$ cat src/hdl/sdram_pkg.sv
/*
 * SDRAM controller shared definitions
 * Geometry widths, command encodings, mode-register layout,
 * request, lookup and command structs, burst-length code function
 */
package sdram_pkg;

    localparam int BA_WIDTH  = 2;
    localparam int ROW_WIDTH = 13;
    localparam int COL_WIDTH = 9;
    localparam int A_WIDTH   = 13;
    localparam int DQ_WIDTH  = 16;
    localparam int DQM_WIDTH = 2;

    // Bit order is a10 drive, a10 value, ras_n, cas_n, we_n
    typedef enum logic [4:0] {
        CMD_NOP   = 5'b10111,
        CMD_READ  = 5'b10101,
        CMD_WRITE = 5'b10100,
        CMD_ACT   = 5'b00011,
        CMD_PRE   = 5'b10010,
        CMD_PALL  = 5'b11010,  // a10 high selects all banks
        CMD_REF   = 5'b00001,
        CMD_MRS   = 5'b10000
    } sdram_cmd_e;

    typedef struct packed {
        logic [2:0] reserved;
        logic       wb_single;   // Writes are single location
        logic [1:0] op_mode;     // Standard operation is 0
        logic [2:0] cas_lat;
        logic       burst_type;  // Sequential is 0
        logic [2:0] burst_len;
    } mode_reg_t;

    // Same pins carry either the mode word or a row/column address
    typedef union packed {
        mode_reg_t          mode;
        logic [A_WIDTH-1:0] word;
    } sdram_addr_u;

    typedef struct packed {
        logic [BA_WIDTH-1:0]  ba;
        logic [ROW_WIDTH-1:0] row;
        logic [COL_WIDTH:0]   col;  // Word address, top bit ignored by the device
        logic                 we;
        logic [DQM_WIDTH-1:0] sel;
        logic [DQ_WIDTH-1:0]  dat;
    } req_decode_t;

    typedef struct packed {
        logic bank_open;
        logic row_hit;
        logic any_open;  // Some bank needs closing before refresh
    } bank_hit_t;

    typedef struct packed {
        sdram_cmd_e           cmd;
        logic [BA_WIDTH-1:0]  ba;
        sdram_addr_u          addr;
        logic [DQ_WIDTH-1:0]  dq;
        logic [DQM_WIDTH-1:0] dqm;
        logic                 dq_oe;
        logic                 wr_ack;
        logic                 rd_start;
    } sdram_cmd_t;

    function automatic logic [2:0] burst_code(input int len);
        case (len)
            2:       return 3'b001;
            4:       return 3'b010;
            8:       return 3'b011;
            default: return 3'b000;  // Single word
        endcase
    endfunction

endpackage

$ cat src/hdl/sdram_bank_tracker.sv
/*
 * Request decode and per-bank open-row table
 * Hit and miss lookup for the current request
 */
`timescale 1ns/1ps

module sdram_bank_tracker import sdram_pkg::*; (
    input  logic                 sdram_clk,
    input  logic                 sdram_rst,
    input  logic [31:0]          adr_i,
    input  logic [DQ_WIDTH-1:0]  dat_i,
    input  logic [DQM_WIDTH-1:0] sel_i,
    input  logic                 we_i,
    input  logic                 open_i,
    input  logic                 close_i,
    input  logic                 close_all_i,
    output req_decode_t          req_o,
    output bank_hit_t            hit_o
);
    localparam int NUM_BANKS = 1 << BA_WIDTH;

    logic [NUM_BANKS-1:0] open_q;
    logic [ROW_WIDTH-1:0] row_q [NUM_BANKS];

    // Byte address, bit 0 selects the byte within a word
    always_comb begin
        req_o.ba  = adr_i[BA_WIDTH+ROW_WIDTH+COL_WIDTH:ROW_WIDTH+COL_WIDTH+1];
        req_o.row = adr_i[ROW_WIDTH+COL_WIDTH:COL_WIDTH+1];
        req_o.col = adr_i[COL_WIDTH+1:1];
        req_o.we  = we_i;
        req_o.sel = sel_i;
        req_o.dat = dat_i;
    end

    always_comb begin
        hit_o.bank_open = open_q[req_o.ba];
        hit_o.row_hit   = open_q[req_o.ba] && (row_q[req_o.ba] == req_o.row);
        hit_o.any_open  = |open_q;
    end

    always_ff @(posedge sdram_clk) begin
        if (sdram_rst) begin
            open_q <= '0;
        end else if (close_all_i) begin
            open_q <= '0;
        end else if (close_i) begin
            open_q[req_o.ba] <= 1'b0;
        end else if (open_i) begin
            open_q[req_o.ba] <= 1'b1;
        end
    end

    always_ff @(posedge sdram_clk) begin
        if (open_i)
            row_q[req_o.ba] <= req_o.row;
    end

endmodule

$ cat src/hdl/sdram_cmd_issue.sv
/*
 * Pin issue register
 * Command, address, bank, data and mask outputs, response flags
 */
`timescale 1ns/1ps

module sdram_cmd_issue import sdram_pkg::*; (
    input  logic                 sdram_clk,
    input  logic                 sdram_rst,
    input  sdram_cmd_t           cmd_i,
    input  logic [31:0]          adr_i,
    output logic [BA_WIDTH-1:0]  ba_o,
    output logic [A_WIDTH-1:0]   a_o,
    output logic                 ras_n_o,
    output logic                 cas_n_o,
    output logic                 we_n_o,
    output logic [DQ_WIDTH-1:0]  dq_o,
    output logic [DQM_WIDTH-1:0] dqm_o,
    output logic                 dq_oe_o,
    output logic                 wr_ack_o,
    output logic                 rd_start_o,
    output logic [31:0]          rd_adr_o
);
    logic [4:0]         code;
    logic [A_WIDTH-1:0] a_word;

    assign code = cmd_i.cmd;

    always_comb begin
        a_word = cmd_i.addr.word;
        if (code[4])
            a_word[10] = code[3];  // Precharge scope bit
    end

    always_ff @(posedge sdram_clk) begin
        if (sdram_rst) begin
            {ras_n_o, cas_n_o, we_n_o} <= 3'b111;
            dqm_o      <= '1;
            dq_oe_o    <= 1'b0;
            wr_ack_o   <= 1'b0;
            rd_start_o <= 1'b0;
        end else begin
            {ras_n_o, cas_n_o, we_n_o} <= code[2:0];
            dqm_o      <= cmd_i.dqm;
            dq_oe_o    <= cmd_i.dq_oe;
            wr_ack_o   <= cmd_i.wr_ack;
            rd_start_o <= cmd_i.rd_start;
        end
    end

    always_ff @(posedge sdram_clk) begin
        ba_o <= cmd_i.ba;
        a_o  <= a_word;
        dq_o <= cmd_i.dq;
        if (cmd_i.rd_start || cmd_i.wr_ack)
            rd_adr_o <= adr_i;  // Held for the response stage
    end

endmodule

$ cat src/hdl/sdram_ctrl.sv
/*
 * SDR SDRAM controller top level
 * Lookup, init, sequencer, issue and response stages
 */
`timescale 1ns/1ps

module sdram_ctrl import sdram_pkg::*; #(
    parameter int POWERUP_CYCLES = 20000,
    parameter int REFRESH_CYCLES = 780,
    parameter int BURST_LEN      = 4,
    parameter int CAS_LAT        = 2,
    parameter int T_RP           = 2,
    parameter int T_RC           = 7,
    parameter int T_RCD          = 3,
    parameter int T_MRD          = 2
) (
    input  logic                 sdram_clk,
    input  logic                 sdram_rst,
    output logic [BA_WIDTH-1:0]  ba_o,
    output logic [A_WIDTH-1:0]   a_o,
    output logic                 ras_n_o,
    output logic                 cas_n_o,
    output logic                 we_n_o,
    output logic [DQ_WIDTH-1:0]  dq_o,
    output logic [DQM_WIDTH-1:0] dqm_o,
    input  logic [DQ_WIDTH-1:0]  dq_i,
    output logic                 dq_oe_o,
    output logic                 idle_o,
    input  logic [31:0]          adr_i,
    output logic [31:0]          adr_o,
    input  logic [DQ_WIDTH-1:0]  dat_i,
    output logic [DQ_WIDTH-1:0]  dat_o,
    input  logic [DQM_WIDTH-1:0] sel_i,
    input  logic                 acc_i,
    output logic                 ack_o,
    input  logic                 we_i
);
    req_decode_t req;
    bank_hit_t   hit;
    sdram_cmd_t  init_cmd;
    sdram_cmd_t  seq_cmd;
    logic        init_done;
    logic        bank_open;
    logic        bank_close;
    logic        bank_close_all;
    logic        wr_ack;
    logic        rd_start;
    logic [31:0] rd_adr;

    sdram_bank_tracker tracker_i (
        .sdram_clk, .sdram_rst, .adr_i, .dat_i, .sel_i, .we_i,
        .open_i(bank_open), .close_i(bank_close), .close_all_i(bank_close_all),
        .req_o(req), .hit_o(hit)
    );

    sdram_init_seq #(
        .POWERUP_CYCLES(POWERUP_CYCLES), .T_RP(T_RP), .T_RC(T_RC),
        .T_MRD(T_MRD), .CAS_LAT(CAS_LAT), .BURST_LEN(BURST_LEN)
    ) init_i (
        .sdram_clk, .sdram_rst, .cmd_o(init_cmd), .done_o(init_done)
    );

    sdram_sequencer #(
        .REFRESH_CYCLES(REFRESH_CYCLES), .BURST_LEN(BURST_LEN), .CAS_LAT(CAS_LAT),
        .T_RP(T_RP), .T_RC(T_RC), .T_RCD(T_RCD)
    ) seq_i (
        .sdram_clk, .sdram_rst, .acc_i, .req_i(req), .hit_i(hit),
        .init_cmd_i(init_cmd), .init_done_i(init_done), .cmd_o(seq_cmd),
        .open_o(bank_open), .close_o(bank_close), .close_all_o(bank_close_all), .idle_o
    );

    sdram_cmd_issue issue_i (
        .sdram_clk, .sdram_rst, .cmd_i(seq_cmd), .adr_i,
        .ba_o, .a_o, .ras_n_o, .cas_n_o, .we_n_o, .dq_o, .dqm_o, .dq_oe_o,
        .wr_ack_o(wr_ack), .rd_start_o(rd_start), .rd_adr_o(rd_adr)
    );

    sdram_response #(.CAS_LAT(CAS_LAT), .BURST_LEN(BURST_LEN)) response_i (
        .sdram_clk, .sdram_rst, .wr_ack_i(wr_ack), .rd_start_i(rd_start),
        .rd_adr_i(rd_adr), .dq_i, .ack_o, .dat_o, .adr_o
    );

endmodule

$ cat src/hdl/sdram_init_seq.sv
/*
 * Power-up initialisation sequence
 * Wait, precharge-all, eight auto-refreshes, mode-register set
 */
`timescale 1ns/1ps

module sdram_init_seq import sdram_pkg::*; #(
    parameter int POWERUP_CYCLES = 20000,
    parameter int T_RP           = 2,
    parameter int T_RC           = 7,
    parameter int T_MRD          = 2,
    parameter int CAS_LAT        = 2,
    parameter int BURST_LEN      = 4
) (
    input  logic       sdram_clk,
    input  logic       sdram_rst,
    output sdram_cmd_t cmd_o,
    output logic       done_o
);
    localparam int CW = $clog2(POWERUP_CYCLES + T_RP + T_RC + T_MRD + 1);

    typedef enum logic [2:0] {I_POWERUP, I_PALL, I_REF, I_MRS, I_DONE} init_state_e;

    init_state_e   state;
    logic [CW-1:0] cnt;
    logic [CW-1:0] limit;
    logic [2:0]    ref_cnt;
    logic          step;
    mode_reg_t     mode_word;

    always_comb begin
        case (state)
            I_POWERUP: limit = CW'(POWERUP_CYCLES - 1);
            I_PALL:    limit = CW'(T_RP - 1);
            I_REF:     limit = CW'(T_RC - 1);
            I_MRS:     limit = CW'(T_MRD - 1);
            default:   limit = '0;
        endcase
    end

    assign step   = (state != I_DONE) && (cnt == limit);
    assign done_o = (state == I_DONE);

    always_ff @(posedge sdram_clk) begin
        if (sdram_rst) begin
            state   <= I_POWERUP;
            cnt     <= '0;
            ref_cnt <= '0;
        end else if (step) begin
            cnt <= '0;
            case (state)
                I_POWERUP: state <= I_PALL;
                I_PALL:    state <= I_REF;
                I_REF: begin
                    if (ref_cnt == 3'd7)
                        state <= I_MRS;
                    ref_cnt <= ref_cnt + 3'd1;
                end
                default:   state <= I_DONE;
            endcase
        end else if (state != I_DONE) begin
            cnt <= cnt + 1'b1;
        end
    end

    always_comb begin
        mode_word           = '0;
        mode_word.wb_single = 1'b1;
        mode_word.cas_lat   = 3'(CAS_LAT);
        mode_word.burst_len = burst_code(BURST_LEN);
    end

    // Command fires on the cycle a wait expires
    always_comb begin
        cmd_o           = '0;
        cmd_o.cmd       = CMD_NOP;
        cmd_o.dqm       = '1;
        cmd_o.addr.mode = mode_word;
        if (step) begin
            case (state)
                I_POWERUP: cmd_o.cmd = CMD_PALL;
                I_PALL:    cmd_o.cmd = CMD_REF;   // First of eight
                I_REF:     cmd_o.cmd = (ref_cnt == 3'd7) ? CMD_MRS : CMD_REF;
                default:   cmd_o.cmd = CMD_NOP;
            endcase
        end
    end

endmodule

$ cat src/hdl/sdram_response.sv
/*
 * Response capture
 * Write acknowledge, CAS latency count, read data and burst address
 */
`timescale 1ns/1ps

module sdram_response import sdram_pkg::*; #(
    parameter int CAS_LAT   = 2,
    parameter int BURST_LEN = 4
) (
    input  logic                sdram_clk,
    input  logic                sdram_rst,
    input  logic                wr_ack_i,
    input  logic                rd_start_i,
    input  logic [31:0]         rd_adr_i,
    input  logic [DQ_WIDTH-1:0] dq_i,
    output logic                ack_o,
    output logic [DQ_WIDTH-1:0] dat_o,
    output logic [31:0]         adr_o
);
    localparam int          LAST      = CAS_LAT + BURST_LEN - 2;
    localparam int          CW        = $clog2(LAST + 2);
    localparam logic [31:0] STEP_MASK = 32'((BURST_LEN - 1) << 1);  // Word bits inside a burst

    logic          busy;
    logic          active;
    logic          capture;
    logic          first;
    logic          rd_ack;
    logic [CW-1:0] cnt;
    logic [CW-1:0] cur;
    logic [31:0]   adr_q;

    // Edges since the READ reached the pins, less one
    assign cur     = rd_start_i ? '0 : cnt;
    assign active  = rd_start_i || busy;
    assign first   = active && (cur == CW'(CAS_LAT - 1));
    assign capture = active && (cur >= CW'(CAS_LAT - 1));

    always_ff @(posedge sdram_clk) begin
        if (sdram_rst) begin
            busy   <= 1'b0;
            cnt    <= '0;
            rd_ack <= 1'b0;
        end else begin
            rd_ack <= first;
            if (active) begin
                cnt  <= cur + 1'b1;
                busy <= (cur != CW'(LAST));
            end
        end
    end

    always_ff @(posedge sdram_clk) begin
        if (capture)
            dat_o <= dq_i;
        if (first)
            adr_q <= rd_adr_i;
        else if (capture)
            adr_q <= (adr_q & ~STEP_MASK) | ((adr_q + 32'd2) & STEP_MASK);  // Wraps in burst
    end

    assign ack_o = rd_ack || wr_ack_i;
    assign adr_o = wr_ack_i ? rd_adr_i : adr_q;

endmodule

$ cat src/hdl/sdram_sequencer.sv
/*
 * Main command sequencer
 * Refresh scheduling, row hit and miss handling, read and write states
 */
`timescale 1ns/1ps

module sdram_sequencer import sdram_pkg::*; #(
    parameter int REFRESH_CYCLES = 780,
    parameter int BURST_LEN      = 4,
    parameter int CAS_LAT        = 2,
    parameter int T_RP           = 2,
    parameter int T_RC           = 7,
    parameter int T_RCD          = 3
) (
    input  logic        sdram_clk,
    input  logic        sdram_rst,
    input  logic        acc_i,
    input  req_decode_t req_i,
    input  bank_hit_t   hit_i,
    input  sdram_cmd_t  init_cmd_i,
    input  logic        init_done_i,
    output sdram_cmd_t  cmd_o,
    output logic        open_o,
    output logic        close_o,
    output logic        close_all_o,
    output logic        idle_o
);
    localparam int SC_W = $clog2(CAS_LAT + BURST_LEN + T_RP + T_RC + T_RCD + 1);
    localparam int RC_W = $clog2(REFRESH_CYCLES + 1);

    typedef enum logic [2:0] {
        S_IDLE, S_REFRESH, S_PALL, S_PRE, S_ACT, S_READ, S_WRITE
    } seq_state_e;

    seq_state_e      state;
    seq_state_e      state_nxt;
    logic [SC_W-1:0] cnt;
    logic [RC_W-1:0] ref_cnt;
    logic            refresh_due;
    logic            first;
    logic            we_r;

    assign refresh_due = (ref_cnt == RC_W'(REFRESH_CYCLES));
    assign first       = (cnt == '0);
    assign idle_o      = init_done_i &&
                         (state == S_IDLE || state == S_PALL || state == S_REFRESH);

    always_comb begin
        state_nxt = state;
        case (state)
            S_IDLE: begin
                if (!init_done_i)
                    state_nxt = S_IDLE;
                else if (refresh_due)
                    state_nxt = hit_i.any_open ? S_PALL : S_REFRESH;
                else if (acc_i && hit_i.row_hit)
                    state_nxt = req_i.we ? S_WRITE : S_READ;
                else if (acc_i)
                    state_nxt = hit_i.bank_open ? S_PRE : S_ACT;
            end
            S_PALL:    if (cnt == SC_W'(T_RP - 1)) state_nxt = S_REFRESH;
            S_REFRESH: if (cnt == SC_W'(T_RC - 1)) state_nxt = S_IDLE;
            S_PRE:     if (cnt == SC_W'(T_RP - 1)) state_nxt = S_ACT;
            S_ACT:     if (cnt == SC_W'(T_RCD - 1)) state_nxt = we_r ? S_WRITE : S_READ;
            S_READ:    if (cnt == SC_W'(CAS_LAT + BURST_LEN)) state_nxt = S_IDLE;
            default:   state_nxt = S_IDLE;  // Write takes one cycle
        endcase
    end

    always_ff @(posedge sdram_clk) begin
        if (sdram_rst) begin
            state   <= S_IDLE;
            cnt     <= '0;
            ref_cnt <= '0;
            we_r    <= 1'b0;
        end else begin
            state <= state_nxt;
            if (state_nxt != state || state == S_IDLE)
                cnt <= '0;
            else
                cnt <= cnt + 1'b1;

            if (!init_done_i || (state == S_IDLE && refresh_due))
                ref_cnt <= '0;
            else if (!refresh_due)
                ref_cnt <= ref_cnt + 1'b1;

            if (state == S_IDLE)
                we_r <= req_i.we;  // Kept across PRE and ACT
        end
    end

    always_comb begin
        cmd_o           = '0;
        cmd_o.cmd       = CMD_NOP;
        cmd_o.ba        = req_i.ba;
        cmd_o.addr.word = A_WIDTH'(req_i.col);
        cmd_o.dq        = req_i.dat;
        cmd_o.dqm       = '1;
        open_o          = 1'b0;
        close_o         = 1'b0;
        close_all_o     = 1'b0;
        if (!init_done_i) begin
            cmd_o = init_cmd_i;
        end else begin
            case (state)
                S_PALL: begin
                    cmd_o.cmd   = first ? CMD_PALL : CMD_NOP;
                    close_all_o = first;
                end
                S_REFRESH: cmd_o.cmd = first ? CMD_REF : CMD_NOP;
                S_PRE: begin
                    cmd_o.cmd = first ? CMD_PRE : CMD_NOP;
                    close_o   = first;
                end
                S_ACT: begin
                    cmd_o.cmd       = first ? CMD_ACT : CMD_NOP;
                    cmd_o.addr.word = req_i.row;
                    open_o          = first;
                end
                S_READ: begin
                    cmd_o.cmd      = first ? CMD_READ : CMD_NOP;
                    cmd_o.dqm      = '0;  // Burst stays unmasked
                    cmd_o.rd_start = first;
                end
                S_WRITE: begin
                    cmd_o.cmd    = CMD_WRITE;
                    cmd_o.dqm    = ~req_i.sel;
                    cmd_o.dq_oe  = 1'b1;
                    cmd_o.wr_ack = 1'b1;
                end
                default: cmd_o.cmd = CMD_NOP;
            endcase
        end
    end

endmodule

$ cat config.mk
export PLATFORM = sky130hd
export DESIGN_NAME = sdram_ctrl
export DESIGN_NICKNAME = d
export VERILOG_FILES = /design/src/hdl/sdram_pkg.sv /design/src/hdl/sdram_bank_tracker.sv /design/src/hdl/sdram_cmd_issue.sv /design/src/hdl/sdram_ctrl.sv /design/src/hdl/sdram_init_seq.sv /design/src/hdl/sdram_response.sv /design/src/hdl/sdram_sequencer.sv
export SDC_FILE = /design/constraint.sdc
export NUM_CORES = 1
export LEC_CHECK = 0
export ABC_AREA = 1
export BUFFER_PORTS_ARGS = -buffer_cell sky130_fd_sc_hd__buf_4
export CAP_MARGIN = 20
export CORE_ASPECT_RATIO = 0.5
export CORE_MARGIN = 4
export CORE_UTILIZATION = 55
export DETAILED_ROUTE_END_ITERATION = 8
export HOLD_SLACK_MARGIN = 0.03
export PLACE_DENSITY = 0.78
export SLEW_MARGIN = 20
export SYNTH_ARGS = -nofsm -noshare
export SYNTH_HDL_FRONTEND = slang
export SYNTH_SLANG_ARGS = --single-unit
$ cat constraint.sdc
create_clock -name sdram_clk -period 7.3 [get_ports sdram_clk]
set_input_delay 1.46 -clock sdram_clk [delete_from_list [all_inputs] [get_ports sdram_clk]]
set_output_delay 1.46 -clock sdram_clk [all_outputs]
set_load 0.02 [all_outputs]
# Word level (Yosys, flattened, before mapping)

Memories as Yosys holds them, arrays and structs flattened.
Cells that the tools add are included.

Reductions and logical operators: 32
Muxes and demuxes: 51
Add/subtract/negate cells: 6
$lt $le $gt $ge: 3
Equality and inequality tests: 22
Bitwise logic cells: 6

Operators by type and width:

| kind                                           | number |
|---|---|
| two-way mux 32 bit                             | 3 |
| one-hot mux 15 bit (3 select lines)            | 1 |
| two-way mux 3 bit                              | 12 |
| bitwise OR 32 x 3 -> 32 bit                    | 1 |
| one-hot mux 5 bit (6 select lines)             | 1 |
| two-way mux 5 bit                              | 5 |
| two-way mux 11 bit                             | 2 |
| adder 15 x 1 -> 15 bit (second input constant) | 1 |
| == test 15 bit                                 | 1 |
| == test 3 bit (second input constant)          | 5 |
| one-hot mux 3 bit (5 select lines)             | 1 |
| one-hot mux 5 bit (3 select lines)             | 1 |
| OR reduction 2 bit                             | 7 |
| == test 13 bit                                 | 1 |
| == test 3 x 2 -> 1 bit (second input constant) | 4 |
| two-way mux 1 bit                              | 12 |
| two-way mux 2 bit                              | 6 |
| two-way mux 4 bit                              | 3 |
| adder 10 x 1 -> 10 bit (second input constant) | 1 |
| == test 10 bit (second input constant)         | 1 |
| == test 3 x 1 -> 1 bit (second input constant) | 3 |
| one-hot mux 3 bit (3 select lines)             | 1 |
| logical AND 1 bit                              | 8 |
| logical OR 1 bit                               | 7 |
| 26 further kinds                               | 32 |

Register bits: 168
Word-level logic and storage cells: 147
Input port bits: 70
Bits in writable memories: 52
Output and inout port bits: 87
Memories: 1

Memory list:

| name            | words | bits a word | rd ports | clocked after Yosys merged registers in | write ports | line                     | text |
|---|---|---|---|---|---|---|---|
| tracker_i.row_q | 4     | 13          | 1        | 0                                       | 1           | sdram_bank_tracker.sv:23 | `logic [ROW_WIDTH-1:0] row_q [NUM_BANKS];` |

# Logic depth before layout (Yosys ltp)

Depth after elaboration: 11
Gate-level depth with buffers: 21
Depth with buffers taken out: 20

# Cells and area by module

From an unflattened synthesis, not the netlist that was laid out.

Cells, all modules: 1208
Area, all modules: 10730.3 um^2

Modules (own cells, without submodules):

| module             | seq. area each (um^2) | area each (um^2) | instances | cells an instance |
|---|---|---|---|---|
| sdram_bank_tracker | 1641.6                | 2884.0           | 1         | 318 |
| sdram_response     | 1541.5                | 2384.8           | 1         | 234 |
| sdram_sequencer    | 380.4                 | 2013.2           | 1         | 323 |
| sdram_cmd_issue    | 1741.7                | 1814.2           | 1         | 87 |
| sdram_init_seq     | 420.4                 | 1634.1           | 1         | 246 |

# Worst setup path before layout

No wires, ideal clock.

Path type: flip-flop to flip-flop
Start: register issue_i.rd_start_o
End: register response_i.adr_q[0], data pin
Data required time: 7.159 ns
Arrival: 3.745 ns
Library setup time: 0.141 ns
Path buffers: 1
Clock period less this slack: 3.887 ns
Cell stages (with the launch flop): 10
Setup slack: 3.413 ns
Cells stage by stage: dfxtp_1 > inv_1 > nand2_1 > inv_1 > ha_1 > inv_1 > nor3_1 > inv_1 > clkbuf_1 > nor2_1

Word-level cells in the longest chain between the ends: 4
Elaborated cells on any way between the ends: 5
Those cells by class: eq/ne (1); mux (2); reduce/logical (2)

Ends and longest elaborated chain:

| element                  | line                  | text |
|---|---|---|
| start: declaration       | sdram_cmd_issue.sv:21 | `output logic rd_start_o,` |
| start signal: assignment | sdram_cmd_issue.sv:47 | `rd_start_o <= cmd_i.rd_start;` |
| two-way mux 3 bit        | sdram_response.sv:35  | `assign cur = rd_start_i ? '0 : cnt;` |
| == test 3 x 1 -> 1 bit   | sdram_response.sv:37  | `assign first = active && (cur == CW'(CAS_LAT - 1));` |
| logical AND 1 bit (*)    | sdram_response.sv:37  |  |
| via response_i.first     | sdram_response.sv:28  | `logic first;` |
| two-way mux 32 bit (*)   | sdram_response.sv:57  | `if (first)` |
| end signal: assignment   | sdram_response.sv:58  | `adr_q <= rd_adr_i;` |
| end signal: assignment   | sdram_response.sv:60  | `adr_q <= (adr_q & ~STEP_MASK) \| ((adr_q + 32'd2) & STEP_MASK);` |
| end: declaration         | sdram_response.sv:32  | `logic [31:0] adr_q;` |

Mark *: on every way through the listed nets, which the timed path passes. The rest lies on a longest branch.
A chain may end at the register's enable or synchronous reset.

# Final worst setup path

Start: register init_i.state[0]
End: output idle_o

Word-level cells in the longest chain between the ends: 2

Ends and longest elaborated chain:

| element                  | line                  | text |
|---|---|---|
| start: declaration       | sdram_init_seq.sv:24  | `init_state_e state;` |
| start signal: assignment | sdram_init_seq.sv:46  | `state <= I_POWERUP;` |
| start signal: assignment | sdram_init_seq.sv:52  | `I_POWERUP: state <= I_PALL;` |
| start signal: assignment | sdram_init_seq.sv:53  | `I_PALL: state <= I_REF;` |
| == test 3 bit            | sdram_init_seq.sv:42  | `assign done_o = (state == I_DONE);` |
| logical AND 1 bit        | sdram_sequencer.sv:45 | `assign idle_o = init_done_i &&` |
| end: declaration         | sdram_ctrl.sv:28      | `output logic idle_o,` |

No other way between the ends.

==> impl_results.md <==
- Area grow syn2layout: 22.7%
- Min-Delay Startpoint: response_i.busy$_SDFFE_PP0P_
- Worst reg2reg path endpoint: response_i.adr_q[16]$_DFFE_PP_
- First-pass GRT wire length: roughly 35,000 microns
- Sw Ratio: slightly above 20%
- DRC errors left: 0
- # fillers: roughly 1,300
- FMAX: around 0.29 GHz
- DR iter-0 viols: approximately 550
- Final worst slack: 3870 ps
- I/O pin count: between 150 and 200
- Clk pin slew, worst setup/hold paths: approximately 60 ps
- Post-DRT Antenna Nets: 0
- TritonCTS clock tree: done
- Leakage dissipation: a little over 5 nW
- Ys async rst share: 0%
- YS warnings: 0
- Crit share post-route: 47.0%
- IR drop worst, VDD: 143 uV
- Internal power: ~0.0020 W
- Fin Setup TNS: 0 ps
- Dpl hpwl: 15,000 microns
- Total GRT Usage: ~22%
- Xor and xnor area share after synthesis: about 1.5%
- PnR Total Power: approximately 0.0025 W
- Comb pwr share: roughly 3.8%
- Top-area cell type share of the netlist area: between 40% and 50%
- Critical R2R Launch: issue_i.rd_start_o$_SDFF_PP0_
- Post-CTS Setup Bufs: 0
- Inserted Diodes: 0
- Setup Skew: between 15 and 20 ps
- Synth top area cells: edfxtp_1, dfxtp_1, nand2_1
- Initial antenna violation count: 0
- Critical Path Stages: 6
- Result of the run: completed
- Hold EP: response_i.cnt[0]$_SDFFE_PP0P_
- 1st-pass router iterations: 4
- Relative slew slack: a little over a third
- Setup crit start kind: register
- Worst setup EP type: output pin
- Cell with the most instances after synthesis: nand2_1
- I/O Buffers: 156
- Sink Count: between 200 and 250
- Flops & latches, synth: 220
- Core Footprint: between 15,000 and 20,000 sq um
- Largest net degree at the start of global routing: 63
- Root Buffer: clkbuf_16
- Number of global-route vias before repair: between 7,000 and 8,000
- Mapped cell area: roughly 9300 sq um
- CTS H-tree depth: 1
- Final Cell Area: between 10,000 and 15,000 sq um
- CTS Hold Bufs: 0
- Net Sw Power: 0.000515 W
- Unrepaired setup endpoints after global routing: no
- Via density: 5.18
- PD cells: between 200 and 250 nW/um^2
- CP most frequent cell: nor2_1
- CP Buf/Inv Count: 3
- DP Worst Slack: roughly 3600 ps
- Synth Area in Adders: under 10%
- Post-synth EDFFs: approximately 130
- Number of buffers created by CTS: 20
- Share of layout cells above drive strength 1: 18.7%
- Cells along the critical path: nor2_1 -> inv_2 -> nor2_1 -> inv_2 -> nor2_1 -> buf_4
- WS Path Type: reg -> out
- Actual slew at the worst max-slew pin: 946 ps
- DR WL/cell: approximately 15 microns
- # resized after CTS: 0
- Syn_nets: roughly 1,100
- Area leader, netlist: edfxtp_1
- Num rows: 33
- Reg2Reg Depth: 9
- Final wirelength: ~22,000 microns
- Grt ovf: 0
- Largest family of logic cells by synthesized area: simple AND/OR/NAND/NOR gates
- Multiplexer area fraction after synthesis: 0%
- Dpl cell area: about 11,000 sq um
- Most used flip-flop cell after synthesis: edfxtp_1
- Chip Height: ~100 microns
- Final slew viol count: 0
- Simple-Gate Fraction of Synth Area: 21.0%
- Seq pwr share: 51.8%
- CTS Buffer Depth: 3
- Cell family with most CP delay: simple AND/OR/NAND/NOR gates
- Commonest cells in the netlist: nand2_1, nor2_1, edfxtp_1
- Final Critical Period: ~3400 ps
- Peak per-stage delay on the critical path: about 370 ps
- Die area: roughly 19,000 sq um
- Total number of vias: about 7,400
- Crit Path Max Fanout: 27
- Hold Violations, Final: 0
- Post-synthesis area per instance: slightly above 9 sq um
- Cells after Synth: approximately 1,000
- Fin Hold WS: between 400 and 500 ps
- Hold Crit Depth: 1
- Max stage delay cell, worst path: dfxtp_1
- Post-synthesis sequential area ratio: 61.3%
- R2R Setup Slk: ~4400 ps
- Synth cell types: 42
- Placer's final routability congestion estimate: about 0.93
- Clock share of power: 44.4%
- Final setup fails: 0
- Initial Util: 56.5%
- Max Cap Violations: 0
- Die Wd: around 190 microns
- Clk_lat worst skew: approximately 500 ps
- Req. time, crit path: slightly below 6000 ps
- Layout Nets: 1,265
- Synth Area in Compound Gates: 7.86%
- Worst Path Arrival: slightly below 2000 ps
- Worst Hold Class: reg -> reg
## kinds of logic after synthesis
kind of cell               after synthesis
and+or+nand+nor                        486
DFF                                    220
buffers and inverters                  161
AOI/OAI and AO/OA                      127
xor gates and xnor gates                16
adders and majority gates               12
## worst reg2reg max path: cells and delay by family (launching register included)
family / cells / cell delay (ps)
buffers and inverters: 5 / 1620
and+or+nand+nor: 3 / 620
DFF: 1 / 320
adders and majority gates: 1 / 160
## sequential cells by signal, indices dropped and copies added, names as in the netlist, 2 cells and up, named ones only
signal	flops
response_i.adr_q	32
seq_i.state	3
issue_i.ba_o	2
init_i.ref_cnt	3
seq_i.cnt	5
init_i.state	3
issue_i.a_o	13
tracker_i.row_q	52
response_i.cnt	3
init_i.cnt	15
issue_i.dq_o	16
seq_i.ref_cnt	10
issue_i.rd_adr_o	32
response_i.dat_o	16
issue_i.dqm_o	2
## cell usage in the layout, fill, tap and decap left out, types with 5 or more instances in the layout
| master | synthesis | final |
|---|---|---|
| nor3_1 | 11 | 10 |
| ha_1 | 12 | 12 |
| dfxtp_1 | 88 | 88 |
| buf_4 | 1 | 166 |
| a211oi_1 | 6 | 6 |
| o21ai_0 | 57 | 57 |
| nor4_1 | 5 | 5 |
| nor2_2 | 7 | 7 |
| inv_1 | 124 | 123 |
| nor2_1 | 137 | 137 |
| a21oi_1 | 31 | 31 |
| nand4_1 | 5 | 5 |
| nand2_1 | 280 | 280 |
| o211ai_1 | 6 | 6 |
| inv_2 | 9 | 9 |
| xor2_1 | 12 | 12 |
| clkbuf_16 | 0 | 21 |
| edfxtp_1 | 132 | 132 |
| o21a_1 | 5 | 5 |
| a31oi_1 | 7 | 7 |
| nand3_1 | 32 | 32 |
## through the flow
stage | utilization (%) | cells
2_1_floorplan | - | 1022
3_3_place_gp | 65.1 | 1388
3_5_place_dp | 65.1 | 1388
4_1_cts | 69.3 | 1424
5_1_grt | 69.3 | 1424
6_report | 69.3 | 1424
## power by group through the flow
stage	Combinational, W	Clock (W)	Sequential [W]
finish	0.0000962	0.00112	0.00131
global route	0.000107	0.00120	0.00131
CTS	0.0000957	0.00114	0.00131
detailed placement	0.0000944	0	0.00134
global placement	0.0000918	0	0.00134
floorplan	0.0000470	0	0.00134
## worst max path at each step
stage	from	to	slack [ps]
floorplan	issue_i.rd_start_o$_SDFF_PP0_	response_i.adr_q[0]$_DFFE_PP_	3410
global placement	adr_i[23]	seq_i.cnt[1]$_SDFF_PP0_	3690
detailed placement	adr_i[23]	seq_i.cnt[1]$_SDFF_PP0_	3590
CTS	init_i.state[0]$_SDFFE_PP0P_	idle_o	3880
global route	init_i.state[0]$_SDFFE_PP0P_	idle_o	3740
finish	init_i.state[0]$_SDFFE_PP0P_	idle_o	3870
## cell type report
| class | count | area, sq um | share of cell area (%) |
|---|---|---|---|
| Tap cell | 227 | 284 | 2.48 |
| Clock inverter | 14 | 178 | 1.55 |
| Clock buffer | 22 | 529 | 4.62 |
| Sequential cell | 220 | 5730 | 50.0 |
| Multi-Input combinational cell | 641 | 2990 | 26.1 |
| Timing Repair Buffer | 166 | 1250 | 10.9 |
| Inverter | 134 | 503 | 4.39 |
## per-layer routing
layer  up-vias  share of wire, %  global-route usage [%]
met1      3455                42                    29.8
li1       3640                 -                       -
met4         0               2.4                    6.02
met2       239                49                    37.8
met5         -                 0                       0
met3        49               6.6                    3.75
No activity file was read; power rests on OpenSTA's default activity.
